===== config.mk =====
export PLATFORM = sky130hd
export DESIGN_NAME = nabp_projector
export DESIGN_NICKNAME = d
export VERILOG_FILES = /design/src/verilog/nabp_pkg.sv /design/src/verilog/image_addresser.sv /design/src/verilog/image_ram.sv /design/src/verilog/nabp_projector.sv /design/src/verilog/projection_accumulator.sv /design/src/verilog/sample_fifo.sv
export VERILOG_INCLUDE_DIRS = /design/src /design/src/include
export SDC_FILE = /design/constraint.sdc
export NUM_CORES = 1
export LEC_CHECK = 0
export BUFFER_PORTS_ARGS = -buffer_cell sky130_fd_sc_hd__buf_2
export CAP_MARGIN = 20
export CELL_PAD_IN_SITES_DETAIL_PLACEMENT = 0
export CELL_PAD_IN_SITES_GLOBAL_PLACEMENT = 1
export CORE_AREA = 2 2 323 389
export DETAILED_ROUTE_END_ITERATION = 6
export DIE_AREA = 0 0 325 391
export PLACE_DENSITY_LB_ADDON = 0.08
export SYNTH_ARGS = -nofsm -noshare
export SYNTH_HDL_FRONTEND = slang
export SYNTH_SLANG_ARGS = --single-unit

===== constraint.sdc =====
create_clock -name clk -period 5 [get_ports clk]
set_clock_uncertainty 0.05 [all_clocks]
set_input_delay 0.25 -clock clk [delete_from_list [all_inputs] [get_ports clk]]
set_output_delay 0.25 -clock clk [all_outputs]
set_load 0.01 [all_outputs]

===== src/include/nabp_params.svh =====
`ifndef NABP_PARAMS_SVH
`define NABP_PARAMS_SVH

// square image, pixels per side
`define NABP_IMAGE_SIZE 8

// rows or columns handled per partition
`define NABP_PARTITION_SIZE 2

// image size over partition size
`define NABP_NO_OF_PARTITIONS 4

`define NABP_PIXEL_WIDTH 12

// default sample buffer depth
`define NABP_FIFO_DEPTH 4

`endif


===== src/verilog/nabp_pkg.sv =====
`include "nabp_params.svh"

package nabp_pkg;

    localparam int image_addr_width = $clog2(`NABP_IMAGE_SIZE * `NABP_IMAGE_SIZE);
    localparam int line_index_width = $clog2(`NABP_IMAGE_SIZE);
    // room for a full line of pixels without overflow
    localparam int sum_width = `NABP_PIXEL_WIDTH + line_index_width;

    typedef logic [image_addr_width-1:0] image_addr_t;
    typedef logic [`NABP_PIXEL_WIDTH-1:0] pixel_t;
    typedef logic [line_index_width-1:0] line_index_t;

    // x scans along a row, y scans down a column
    typedef enum logic {scan_x = 1'b0, scan_y = 1'b1} scan_mode_e;

    typedef struct packed {
        pixel_t      pixel;
        scan_mode_e  mode;
        line_index_t index;
        logic        scan_last;
    } sample_t;

    typedef struct packed {
        logic [sum_width-1:0] sum;
        scan_mode_e           mode;
        line_index_t          index;
    } projection_t;

endpackage


===== src/verilog/image_addresser.sv =====
`timescale 1ns/1ps
`include "nabp_params.svh"

module image_addresser
(
    input  logic                  clk,
    input  logic                  reset_n,
    input  logic                  start,
    output logic                  done,
    output logic                  ram_cyc,
    output logic                  ram_stb,
    output nabp_pkg::image_addr_t ram_adr,
    input  logic                  ram_ack,
    input  nabp_pkg::pixel_t      ram_dat,
    output logic                  push_cyc,
    output logic                  push_stb,
    output nabp_pkg::sample_t     push_dat,
    input  logic                  push_ack
);

    localparam int image_size = `NABP_IMAGE_SIZE;
    localparam int part_size = `NABP_PARTITION_SIZE;
    localparam int no_of_parts = `NABP_NO_OF_PARTITIONS;
    localparam int scan_w = (image_size > 1) ? $clog2(image_size) : 1;
    localparam int line_w = (part_size > 1) ? $clog2(part_size) : 1;
    localparam int part_w = (no_of_parts > 1) ? $clog2(no_of_parts) : 1;

    typedef enum logic [1:0] {ready_s, delay_s, addressing_x_s, addressing_y_s} state_e;

    state_e state, next_state;
    logic push_phase;
    logic [scan_w-1:0] scan_pos;
    logic [line_w-1:0] line_pos;
    logic [part_w-1:0] pe_pos;
    nabp_pkg::image_addr_t base_addr, off_x, off_y;
    nabp_pkg::sample_t sample_q;
    nabp_pkg::scan_mode_e mode;
    logic addressing, advance;
    logic scan_done, line_done, pe_done, delay_done, frame_done;

    assign addressing = (state == addressing_x_s) || (state == addressing_y_s);
    assign mode = (state == addressing_y_s) ? nabp_pkg::scan_y : nabp_pkg::scan_x;
    assign scan_done = (scan_pos == scan_w'(image_size - 1));
    assign line_done = (line_pos == line_w'(part_size - 1));
    assign pe_done = (pe_pos == part_w'(no_of_parts - 1));
    assign delay_done = (state == delay_s) && pe_done;
    // a sample is finished once the buffer takes it
    assign advance = addressing && push_phase && push_ack;
    assign frame_done = (state == addressing_y_s) && scan_done && line_done && pe_done;

    // fetch phase talks to the RAM, push phase to the FIFO
    assign ram_cyc = addressing && !push_phase;
    assign ram_stb = ram_cyc;
    assign ram_adr = base_addr + ((mode == nabp_pkg::scan_x) ? off_x : off_y);
    assign push_cyc = addressing && push_phase;
    assign push_stb = push_cyc;
    assign push_dat = sample_q;

    always_comb
    begin
        next_state = state;
        case (state)
            ready_s:
                if (start)
                    next_state = delay_s;
            delay_s:
                if (delay_done)
                    next_state = addressing_x_s;
            addressing_x_s:
                if (advance && scan_done && line_done)
                    next_state = addressing_y_s;
            addressing_y_s:
                if (advance && scan_done && line_done)
                    next_state = pe_done ? ready_s : addressing_x_s;
            default:
                next_state = ready_s;
        endcase
    end

    always_ff @(posedge clk)
    begin
        if (reset_n)
        begin
            state <= ready_s;
            push_phase <= 1'b0;
            done <= 1'b0;
        end
        else
        begin
            state <= next_state;
            done <= advance && frame_done;
            if (ram_cyc && ram_ack)
                push_phase <= 1'b1;
            else if (advance)
                push_phase <= 1'b0;
        end
    end

    // pixel waits here with its tags until the FIFO accepts it
    always_ff @(posedge clk)
    begin
        if (ram_cyc && ram_ack)
        begin
            sample_q.pixel <= ram_dat;
            sample_q.mode <= mode;
            sample_q.index <= nabp_pkg::line_index_t'(pe_pos * part_size + line_pos);
            sample_q.scan_last <= scan_done;
        end
    end

    always_ff @(posedge clk)
    begin
        if (reset_n)
        begin
            pe_pos <= '0;
            line_pos <= '0;
            scan_pos <= '0;
            base_addr <= '0;
            off_x <= '0;
            off_y <= '0;
        end
        else
        begin
            case (state)
                ready_s:
                begin
                    pe_pos <= '0;
                    line_pos <= '0;
                    scan_pos <= '0;
                    base_addr <= '0;
                    off_x <= '0;
                    off_y <= '0;
                end
                // pe_pos doubles as the delay counter
                delay_s:
                    if (delay_done)
                        pe_pos <= '0;
                    else
                        pe_pos <= pe_pos + 1'b1;
                default:
                    if (advance)
                    begin
                        scan_pos <= scan_done ? '0 : scan_pos + 1'b1;
                        if (scan_done)
                            line_pos <= line_done ? '0 : line_pos + 1'b1;
                        if (scan_done && line_done)
                            base_addr <= '0;
                        else if (state == addressing_x_s)
                            base_addr <= base_addr + 1'b1;
                        else if (scan_done)
                            base_addr <= nabp_pkg::image_addr_t'(line_pos) + 1'b1;
                        else
                            base_addr <= base_addr + nabp_pkg::image_addr_t'(image_size);
                        // next partition after its y pass
                        if (scan_done && line_done && state == addressing_y_s)
                        begin
                            pe_pos <= pe_pos + 1'b1;
                            off_x <= off_x + nabp_pkg::image_addr_t'(part_size * image_size);
                            off_y <= off_y + nabp_pkg::image_addr_t'(part_size);
                        end
                    end
            endcase
        end
    end

    // base plus offset before it is cut to the address width
    adr_in_range: assert property (@(posedge clk) disable iff (reset_n)
        ram_stb |-> (int'(base_addr) + int'((mode == nabp_pkg::scan_x) ? off_x : off_y)
                     < image_size * image_size));

    ram_stb_held: assert property (@(posedge clk) disable iff (reset_n)
        ram_stb && !ram_ack |=> ram_stb);

    push_stb_held: assert property (@(posedge clk) disable iff (reset_n)
        push_stb && !push_ack |=> push_stb);

endmodule


===== src/verilog/image_ram.sv =====
`timescale 1ns/1ps
`include "nabp_params.svh"

module image_ram
(
    input  logic                  clk,
    input  logic                  load_we,
    input  nabp_pkg::image_addr_t load_addr,
    input  nabp_pkg::pixel_t      load_data,
    input  logic                  ram_cyc,
    input  logic                  ram_stb,
    input  nabp_pkg::image_addr_t ram_adr,
    output logic                  ram_ack,
    output nabp_pkg::pixel_t      ram_dat
);

    localparam int depth = `NABP_IMAGE_SIZE * `NABP_IMAGE_SIZE;

    nabp_pkg::pixel_t mem [depth];

    // host fills the image before start
    always_ff @(posedge clk)
    begin
        if (load_we)
            mem[load_addr] <= load_data;
    end

    // ack and data land together one cycle after the request
    always_ff @(posedge clk)
    begin
        ram_ack <= ram_cyc && ram_stb && !ram_ack;
        ram_dat <= mem[ram_adr];
    end

    ack_needs_cyc: assert property (@(posedge clk)
        ram_ack |-> ram_cyc);

endmodule


===== src/verilog/nabp_projector.sv =====
`timescale 1ns/1ps
`include "nabp_params.svh"

module nabp_projector
(
    input  logic                  clk,
    input  logic                  reset_n,
    input  logic                  start,
    input  logic                  load_we,
    input  nabp_pkg::image_addr_t load_addr,
    input  nabp_pkg::pixel_t      load_data,
    output logic                  done,
    output logic                  proj_cyc,
    output logic                  proj_stb,
    output nabp_pkg::projection_t proj_dat,
    input  logic                  proj_ack
);

    // addresser to RAM
    logic ram_cyc, ram_stb, ram_ack;
    nabp_pkg::image_addr_t ram_adr;
    nabp_pkg::pixel_t ram_dat;

    // addresser to FIFO
    logic push_cyc, push_stb, push_ack;
    nabp_pkg::sample_t push_dat;

    // FIFO to accumulator
    logic pop_cyc, pop_stb, pop_ack;
    nabp_pkg::sample_t pop_dat;

    image_addresser image_addresser_i
    (
        .clk      (clk),
        .reset_n  (reset_n),
        .start    (start),
        .done     (done),
        .ram_cyc  (ram_cyc),
        .ram_stb  (ram_stb),
        .ram_adr  (ram_adr),
        .ram_ack  (ram_ack),
        .ram_dat  (ram_dat),
        .push_cyc (push_cyc),
        .push_stb (push_stb),
        .push_dat (push_dat),
        .push_ack (push_ack)
    );

    image_ram image_ram_i
    (
        .clk       (clk),
        .load_we   (load_we),
        .load_addr (load_addr),
        .load_data (load_data),
        .ram_cyc   (ram_cyc),
        .ram_stb   (ram_stb),
        .ram_adr   (ram_adr),
        .ram_ack   (ram_ack),
        .ram_dat   (ram_dat)
    );

    sample_fifo #(.DEPTH(`NABP_FIFO_DEPTH)) sample_fifo_i
    (
        .clk      (clk),
        .reset_n  (reset_n),
        .push_cyc (push_cyc),
        .push_stb (push_stb),
        .push_dat (push_dat),
        .push_ack (push_ack),
        .pop_cyc  (pop_cyc),
        .pop_stb  (pop_stb),
        .pop_ack  (pop_ack),
        .pop_dat  (pop_dat)
    );

    projection_accumulator projection_accumulator_i
    (
        .clk      (clk),
        .reset_n  (reset_n),
        .pop_cyc  (pop_cyc),
        .pop_stb  (pop_stb),
        .pop_ack  (pop_ack),
        .pop_dat  (pop_dat),
        .proj_cyc (proj_cyc),
        .proj_stb (proj_stb),
        .proj_dat (proj_dat),
        .proj_ack (proj_ack)
    );

endmodule


===== src/verilog/projection_accumulator.sv =====
`timescale 1ns/1ps

module projection_accumulator
(
    input  logic                  clk,
    input  logic                  reset_n,
    output logic                  pop_cyc,
    output logic                  pop_stb,
    input  logic                  pop_ack,
    input  nabp_pkg::sample_t     pop_dat,
    output logic                  proj_cyc,
    output logic                  proj_stb,
    output nabp_pkg::projection_t proj_dat,
    input  logic                  proj_ack
);

    logic [nabp_pkg::sum_width-1:0] sum;
    logic [nabp_pkg::sum_width-1:0] new_sum;
    logic pending;
    logic pop_req;
    nabp_pkg::projection_t result;

    assign new_sum = sum + pop_dat.pixel;

    assign pop_cyc = pop_req;
    assign pop_stb = pop_req;
    assign proj_cyc = pending;
    assign proj_stb = pending;
    assign proj_dat = result;

    always_ff @(posedge clk)
    begin
        if (reset_n)
        begin
            sum <= '0;
            pending <= 1'b0;
            pop_req <= 1'b0;
        end
        else if (pop_ack)
        begin
            // end of scan parks the result and stalls popping
            if (pop_dat.scan_last)
            begin
                sum <= '0;
                pending <= 1'b1;
                pop_req <= 1'b0;
            end
            else
                sum <= new_sum;
        end
        else if (!pending || proj_ack)
        begin
            pending <= 1'b0;
            pop_req <= 1'b1;
        end
    end

    always_ff @(posedge clk)
    begin
        if (pop_ack && pop_dat.scan_last)
        begin
            result.sum <= new_sum;
            result.mode <= pop_dat.mode;
            result.index <= pop_dat.index;
        end
    end

    proj_dat_stable: assert property (@(posedge clk) disable iff (reset_n)
        proj_stb && !proj_ack |=> $stable(proj_dat));

endmodule


===== src/verilog/sample_fifo.sv =====
`timescale 1ns/1ps
`include "nabp_params.svh"

module sample_fifo
#(
    parameter int DEPTH = `NABP_FIFO_DEPTH
)
(
    input  logic              clk,
    input  logic              reset_n,
    input  logic              push_cyc,
    input  logic              push_stb,
    input  nabp_pkg::sample_t push_dat,
    output logic              push_ack,
    input  logic              pop_cyc,
    input  logic              pop_stb,
    output logic              pop_ack,
    output nabp_pkg::sample_t pop_dat
);

    localparam int ptr_w = (DEPTH > 1) ? $clog2(DEPTH) : 1;
    localparam int count_w = $clog2(DEPTH + 1);

    nabp_pkg::sample_t mem [DEPTH];
    logic [ptr_w-1:0] wr_ptr, rd_ptr;
    logic [count_w-1:0] count;
    logic full, empty;

    assign full = (count == count_w'(DEPTH));
    assign empty = (count == '0);
    // withholding ack is the back-pressure
    assign push_ack = push_cyc && push_stb && !full;
    assign pop_ack = pop_cyc && pop_stb && !empty;
    assign pop_dat = mem[rd_ptr];

    always_ff @(posedge clk)
    begin
        if (push_ack)
            mem[wr_ptr] <= push_dat;
    end

    always_ff @(posedge clk)
    begin
        if (reset_n)
        begin
            wr_ptr <= '0;
            rd_ptr <= '0;
            count <= '0;
        end
        else
        begin
            if (push_ack)
                wr_ptr <= (wr_ptr == ptr_w'(DEPTH - 1)) ? '0 : wr_ptr + 1'b1;
            if (pop_ack)
                rd_ptr <= (rd_ptr == ptr_w'(DEPTH - 1)) ? '0 : rd_ptr + 1'b1;
            // simultaneous push and pop leaves the count alone
            case ({push_ack, pop_ack})
                2'b10: count <= count + 1'b1;
                2'b01: count <= count - 1'b1;
                default: count <= count;
            endcase
        end
    end

    count_bounded: assert property (@(posedge clk) disable iff (reset_n)
        count <= count_w'(DEPTH));

    // equal pointers mean empty unless the buffer is full
    no_pop_when_empty: assert property (@(posedge clk) disable iff (reset_n)
        pop_ack |-> ((rd_ptr != wr_ptr) || full));

endmodule

==> summary.md, run 1 <==
| Metric | Value |
|---|---|
| Die W | roughly 330 um |
| Startpoint types | flip-flop |
| Clock Power Share | 0.446 |
| Worst R2R End | image_ram_i.ram_dat[4] |
| Routed WL | 101000 um |
| Dpl ws | 817 ps |
| Fin. Hold Viols | 0 |
| Pre-antenna DRT Iters | 5 |
| TNS Setup | 0 ps |
| CP Class | flip-flop to flip-flop |
| Row Count | 142 |
| Vias | 18.1k |
| Gr ovfl total | 0 |
| F_max | 0.243 GHz |
| Sw Share | 0.210 |
| Sw power | roughly 3.4 mW |
| Latest clock arrival within the worst-skew pair | 720 ps |
| Vias in the first global route | 19.2k |
| Worst Hold Class | primary input to flip-flop |
| Largest net degree at the start of global routing | 65 |
| Avg WL per Cell | 27.0 um |
| Core footprint | between 100000 and 150000 sq um |
| Status | finished, final reports clean |
| Worst R2R Setup Slack | 880 ps |
| Initial DRC count | between 1k and 1.5k |
| Sink Count | between 900 and 1k |
| Reg power frac | 0.530 |
| Clock Root Buffer | clkbuf_16 |
| Static leakage | 13.4 nW |
| Clk buf depth | 3 |
| Dpl hpwl | 63000 um |
| CTS tree | built |
| Setup violators final | 0 |
| Drt via density | approximately 4.8 |
| Crit-path cells | and3_1 > fa_4 > buf_12 > mux4_2 > a22o_1 > a221oi_1 > a2111oi_2 |
| Max-slew violations | 0 |
| Final net count | between 2k and 2.5k |
| Syn avg cell area | ~20 sq um |
| GRT Util Overall | 0.160 |
| Seq/Total Area, Yosys | 0.747 |
| CP Data Required Time | 5490 ps |
| Period minus WS final | 4120 ps |
| Critical path's slowest cell | fa_4 |
| FILL cells | 11.7k |
| R2R Path Start | image_addresser_i.state[0] |
| WP data arrival | 4610 ps |
| FF+latch area | 27400 sq um |
| Slew headroom | 0.174 |
| IR drop worst, VDD | 0.250 mV |
| Number of synthesized flops with an enable pin | 872 |
| Drc violations | 0 |
| Net Count, Synth | between 1.5k and 2k |
| Antenna-violating nets left | 0 |
| Combinational share of power | 0.024 |
| RSZ-0062 raised after global routing | no |
| Synth Instances | 1826 |
| Most common flop cell mapped by yosys | edfxtp_1 |
| Syn. warnings | 0 |
| Area growth from synthesis to layout | 16.7% |
| Fraction of registers with async set or reset after synthesis | 0 |
| Max stage delay on crit path | 1010 ps |
| Layout cell share with drive strength beyond 1 | 0.280 |
| Setup WS post-layout | 878 ps |
| IO Pins | 45 |
| First-pass GRT wire length | 145000 um |
| Cell depth of the worst hold path | 3 |
| CP endpoint kind | flip-flop |
| Internal power | 12.8 mW |
| Slew @ Worst Pin | 1240 ps |
| WHS Endpoint | projection_accumulator_i.sum[6] |
| Clock transition at path regs | 60 ps |
| CP Max Fanout | 39 |
| Area taken by multi-input logic gates | about 8800 sq um |
| DIE AREA | 127000 sq um |
| Synthesized area | 36700 sq um |
| Power Dens Cells | 379 nW/um^2 |
| Hold slack | 50.0 ps |
| CTS H-Tree Depth | 3 |
| Max cap viols | 0 |
| Hold_sp | reset_n |
| Period utilisation layout | 0.824 |
| GPL Wtd Cong | 0.747 |
| Chip height | 391 um |
| Yosys reg bits | 934 |
| Cts bufs inserted | 102 |
| Starting Density | 0.296 |
| Port bufs | 44 |
| Initial antenna violation count | 4 |
| Synth cell types | 80 |
| R2R depth | 7 |
worst max-delay path by stage:
stage | end | slack [ps] | depth (start not counted) | start
finish | image_ram_i.ram_dat[4] | 880 | 7 | image_addresser_i.state[0]
global route | image_ram_i.ram_dat[5] | 730 | 8 | image_addresser_i.state[0]
CTS | image_ram_i.ram_dat[4] | 790 | 7 | image_addresser_i.state[0]
detailed placement | image_ram_i.ram_dat[4] | 820 | 7 | image_addresser_i.state[0]
global placement | image_ram_i.ram_dat[3] | 780 | 7 | image_addresser_i.state[0]
floorplan | projection_accumulator_i.proj_dat[18] | 1230 | 11 | flip-flop
cells by family (layout without fill, tap and decap cells):
family | count (synthesis) | in the layout | share of synthesized area
other | 1 | 5 | 0.000102
AOI/OAI and AO/OA | 220 | 220 | 0.0499
buffers and inverters | 118 | 374 | 0.0170
xor gates and xnor gates | 24 | 24 | 0.00573
adders and majority gates | 31 | 31 | 0.0112
and+or+nand+nor | 283 | 283 | 0.0390
DFF | 934 | 934 | 0.747
muxes | 215 | 215 | 0.130
area by class of cell:
class,count,share of cell area
inverter,18,0.00158
clock inverter,55,0.0105
antenna,4,0.000234
multi-input combinational,774,0.205
sequential,934,0.640
clock buffer,136,0.0642
tap,1656,0.0484
timing repair buffer,165,0.0304
power groups by stage:
| stage | combinational, mW | sequential [mW] | clock (mW) |
|---|---|---|---|
| floorplan | 0.158 | 8.75 | 0 |
| global placement | 0.394 | 8.75 | 0 |
| detailed placement | 0.401 | 8.76 | 0 |
| CTS | 0.403 | 8.59 | 7.49 |
| global route | 0.420 | 8.59 | 7.80 |
| finish | 0.389 | 8.59 | 7.24 |
synthesized netlist by cell type (3+ instances only):
library cell / number / area share
o21ai_2: 4 / 0.00095
and2_1: 8 / 0.0014
dfxtp_1: 62 / 0.034
o21ai_0: 12 / 0.0016
mux4_2: 209 / 0.13
or3b_2: 3 / 0.00072
a2111oi_2: 11 / 0.0045
nand2b_1: 5 / 0.00085
nand3b_1: 5 / 0.0010
fa_1: 3 / 0.0016
a22o_1: 83 / 0.020
nor3_2: 10 / 0.0027
a21o_1: 9 / 0.0018
nand3_1: 28 / 0.0038
a211oi_1: 7 / 0.0014
buf_1: 3 / 0.00031
ha_1: 28 / 0.0095
o21ai_1: 4 / 0.00055
buf_6: 7 / 0.0021
inv_1: 17 / 0.0017
xnor2_1: 9 / 0.0021
a22oi_1: 8 / 0.0016
buf_2: 24 / 0.0033
a21oi_1: 35 / 0.0048
nand2_1: 38 / 0.0039
a31oi_1: 4 / 0.00068
buf_4: 21 / 0.0043
nor2b_1: 6 / 0.0010
nor3_1: 45 / 0.0061
a221oi_1: 10 / 0.0024
clkbuf_1: 43 / 0.0044
xor2_1: 15 / 0.0036
nand4_1: 5 / 0.00085
mux2_2: 4 / 0.0012
edfxtp_1: 872 / 0.71
a32oi_1: 3 / 0.00072
or3_1: 5 / 0.00085
and3_1: 6 / 0.0010
nor2_1: 104 / 0.011
metal layers:
layer  wire [um]  vias up  GRT usage
met5          13        -          0
met3        3170      115     0.0225
met1       43400     9782      0.203
li1            -     7927          -
met4        1820        2     0.0433
met2       52700      278      0.286
metrics by stage:
step           instance area, sq um  total power [mW]  utilization  instances
2_1_floorplan                 36700              8.90            -       1826
3_3_place_gp                  39600              9.15        0.320       3542
3_5_place_dp                  39600              9.16        0.320       3543
4_1_cts                       42800              16.5        0.346       3737
5_1_grt                       42800              16.8        0.346       3739
6_report                      42800              16.2        0.346       3742
worst max-delay path, delay by kind of cell (launching register included):
family	cells	cell delay (ps)
AO/OA/AOI/OAI	3	1360
adder cells (fa/ha/maj)	1	1010
buffers and inverters	1	330
flip-flops	1	500
multiplexers	1	350
AND/OR/NAND/NOR	1	320
repair_timing:
item / in CTS / in global routing
endpoints found under the hold margin: 19 / 0
hold buffers: 3 / 0
setup buffers: 0 / 0
resized for setup: 0 / 0
flip-flops by register name, summed over array words and instances (netlist names), 2 cells and up, named ones only:
name and cells:
projection_accumulator_i.sum 15, image_addresser_i.pe_pos 2, image_addresser_i.off_x 2, sample_fifo_i.mem 68
image_addresser_i.scan_pos 3, image_addresser_i.push_dat 17, sample_fifo_i.rd_ptr 2, image_addresser_i.base_addr 6
image_addresser_i.off_y 5, sample_fifo_i.count 3, image_ram_i.ram_dat 12, projection_accumulator_i.proj_dat 19
image_ram_i.mem 768, sample_fifo_i.wr_ptr 2, image_addresser_i.state 2
cells in the final DEF (no fill, tap or decap), types with 35 or more instances in the layout:
master     synthesis  layout
nor3_1            45      37
a21oi_1           35      35
nand2_1           38      38
buf_2             24      44
buf_4             21     104
mux4_2           209     209
nor2_1           104      92
edfxtp_1         872     872
clkbuf_16          0     103
a22o_1            83      83
dfxtp_1           62      61
Note: power is estimated with default switching activity, not from simulation.
==> run 2, diff against run 1 <==
- clock period: 5 -> 4.1 ns (I/O delays scaled with it)
==> summary.md, run 2 (synthesis gave the netlist of run 1 again) <==
| Metric | Value |
|---|---|
| Sink Count | 934 (unchanged) |
| Fin. Hold Viols | 0 (unchanged) |
| Die W | 325 um (unchanged) |
| Vias | 18.1k (about the same) |
| CTS H-Tree Depth | 3 (unchanged) |
| Largest net degree at the start of global routing | 65 (unchanged) |
| Max-slew violations | 0 (unchanged) |
| Max cap viols | 0 (unchanged) |
| Sw Share | 0.206 (was 0.210) |
| CP Max Fanout | 20 (was 39) |
| CTS tree | built (unchanged) |
| Reg power frac | 0.515 (was 0.530) |
| IR drop worst, VDD | 0.330 mV (was 0.250 mV) |
| Core footprint | 124000 sq um (unchanged) |
| Latest clock arrival within the worst-skew pair | 700 ps (was 720 ps) |
| CP Data Required Time | 4570 ps (was 5490 ps) |
| Number of post-CTS setup repair buffers | 0 (unchanged) |
| Worst Setup EP | image_ram_i.ram_dat[10] (was image_ram_i.ram_dat[4]) |
| Worst Hold Class | primary input to flip-flop (unchanged) |
| Setup violators final | 0 (unchanged) |
| F_max | 0.255 GHz (was 0.243 GHz) |
| Chip height | 391 um (unchanged) |
| Post-cts hold buffer count | 7 (was 3) |
| TNS Setup | 0 ps (unchanged) |
| Period utilisation layout | 0.958 (was 0.824) |
| Drc violations | 0 (unchanged) |
| WP data arrival | 4400 ps (was 4610 ps) |
| Row Count | 142 (unchanged) |
| FF+latch area | 27400 sq um (unchanged) |
| Clock transition at path regs | 60 ps (about the same) |
| Routed WL | 99100 um (was 101000 um) |
| Status | finished, final reports clean (unchanged) |
| GPL Wtd Cong | 0.764 (was 0.747) |
| Drt via density | 4.82 (was 4.84) |
| Starting Density | 0.296 (unchanged) |
| CP Class | flip-flop to flip-flop (unchanged) |
| Combinational share of power | 0.024 (about the same) |
| Clock Root Buffer | clkbuf_16 (unchanged) |
| Final Power | 20.3 mW (was 16.2 mW) |
| Area taken by multi-input logic gates | 8830 sq um (was 8760 sq um) |
| CP endpoint kind | flip-flop (unchanged) |
| Clock Power Share | 0.461 (was 0.446) |
| Dpl hpwl | 63600 um (was 63000 um) |
| Power Dens Cells | 469 nW/um^2 (was 379 nW/um^2) |
| RSZ-0062 raised after global routing | no (unchanged) |
| Worst R2R Setup Slack | 170 ps (was 880 ps) |
| Pre-antenna DRT Iters | 5 (unchanged) |
| Slew @ Worst Pin | 1120 ps (was 1240 ps) |
| Initial DRC count | 1185 (was 1286) |
| Most frequent cells in the layout | 872 x edfxtp_1, 209 x mux4_2, 106 x clkbuf_16 (was 872 x edfxtp_1, 209 x mux4_2, 104 x buf_4) |
| Area growth from synthesis to layout | 18.1% (was 16.7%) |
| DP Cell Count | 3550 (was 3543) |
| Startpoint types | flip-flop (unchanged) |
| R2R depth | 8 (was 7) |
| Final net count | 2063 (was 2049) |
| Vias in the first global route | 19.4k (was 19.2k) |
| Initial antenna violation count | 0 (was 4) |
| Largest register FFs | 768 (unchanged) |
| Reg with most FFs | image_ram_i.mem (unchanged) |
| Clk buf depth | 3 (unchanged) |
| IO Pins | 45 (unchanged) |
| Sw power | 4.19 mW (was 3.41 mW) |
| Period minus WS final | 3930 ps (was 4120 ps) |
| Hold slack | 23.7 ps (was 50.0 ps) |
| R2R Path Start | image_addresser_i.state[0] (unchanged) |
| Antenna-violating nets left | 0 (unchanged) |
| Crit. Startpoint | image_addresser_i.state[0] (unchanged) |
| Layout cell share with drive strength beyond 1 | 0.297 (was 0.280) |
| Most common cell after layout, fill and taps aside | edfxtp_1 (unchanged) |
| Final Instance Count excl. Fillers | 3756 (was 3742) |
| Internal power | 16.2 mW (was 12.8 mW) |
| Port bufs | 44 (unchanged) |
| Worst R2R End | image_ram_i.ram_dat[10] (was image_ram_i.ram_dat[4]) |
| Static leakage | 13.6 nW (was 13.4 nW) |
| GRT Util Overall | 0.157 (was 0.160) |
| FILL cells | 11.6k (was 11.7k) |
| CTS resizes | 0 (unchanged) |
| Avg WL per Cell | 26.4 um (was 27.0 um) |
| Gr ovfl total | 0 (unchanged) |
| DIE AREA | 127000 sq um (unchanged) |
| Slew headroom | 0.246 (was 0.174) |
| First-pass GRT wire length | 143000 um (was 145000 um) |
| Cts bufs inserted | 105 (was 102) |
==> run 2: cell count changes in the layout (fill, tap and decap cells not counted), moves of 3 or more <==
| cell | previous run | this run |
|---|---|---|
| bufinv_16 | 5 | 12 |
| clkbuf_16 | 103 | 106 |
| buf_4 | 104 | 101 |
| dlygate4sd3_1 | 3 | 7 |
| clkbuf_1 | 28 | 23 |
| clkinvlp_4 | 5 | 2 |
| diode_2 | 4 | 1 |
| nor2_1 | 92 | 75 |
| clkinv_2 | 13 | 20 |
| buf_12 | 13 | 23 |
| nor2_2 | 12 | 29 |
==> run 2: how the worst min path moves through the flow <==
stage | cells after the start | slack (ps) | to | startpoint
2_1_floorplan | 0 | 250 | image_ram_i.mem[0][0] | load_data[0]
3_3_place_gp | 1 | 350 | image_ram_i.ram_ack | image_ram_i.ram_ack
3_5_place_dp | 1 | 370 | image_ram_i.ram_ack | image_ram_i.ram_ack
4_1_cts | 1 | 0.09 | image_ram_i.mem[25][4] | load_data[4]
5_1_grt | 1 | 40 | image_ram_i.mem[25][4] | load_data[4]
6_report | 1 | 20 | image_ram_i.mem[25][4] | load_data[4]
==> run 2: power by group through the flow <==
| stage | clock network [mW] | registers (mW) | logic (mW) |
|---|---|---|---|
| 3_3_place_gp | 0 | 10.7 | 0.479 |
| 3_5_place_dp | 0 | 10.7 | 0.491 |
| 5_1_grt | 10.0 | 10.5 | 0.518 |
| 6_report | 9.38 | 10.5 | 0.478 |
| 2_1_floorplan | 0 | 10.7 | 0.193 |
| 4_1_cts | 9.69 | 10.5 | 0.496 |
==> run 2: area by class of cell <==
type | instances | share of cell area
diodes | 1 | 0.0000577
inverters | 18 | 0.00156
clock inverters | 65 | 0.0150
well taps | 1656 | 0.0478
repair buffers | 176 | 0.0351
multi-input cells | 774 | 0.204
clock buffers | 132 | 0.0641
flip-flops and latches | 934 | 0.633
==> run 2: metrics by stage <==
stage / setup WS [ps] / utilization / instance area, sq um
2_1_floorplan: 331 / - / 36700
3_3_place_gp: 9.49 / 0.321 / 39800
3_5_place_dp: 158 / 0.322 / 39800
4_1_cts: 142 / 0.350 / 43300
5_1_grt: 133 / 0.350 / 43400
6_report: 172 / 0.350 / 43400
==> run 2: critical path: stages, from the launching register on <==
cell	delay, ps
dfxtp_1	350
and3_1	230
fa_4	980
buf_12	260
buf_12	220
mux4_2	370
a22o_4	280
nor3_1	850
a2111oi_2	100
==> run 2: layer usage <==
layer	GRT usage	routed length [um]	up-vias
met5	0	0	-
met1	0.194	41600	9714
met3	0.0215	3190	108
met2	0.286	52600	321
met4	0.0428	1690	0
li1	-	-	7959
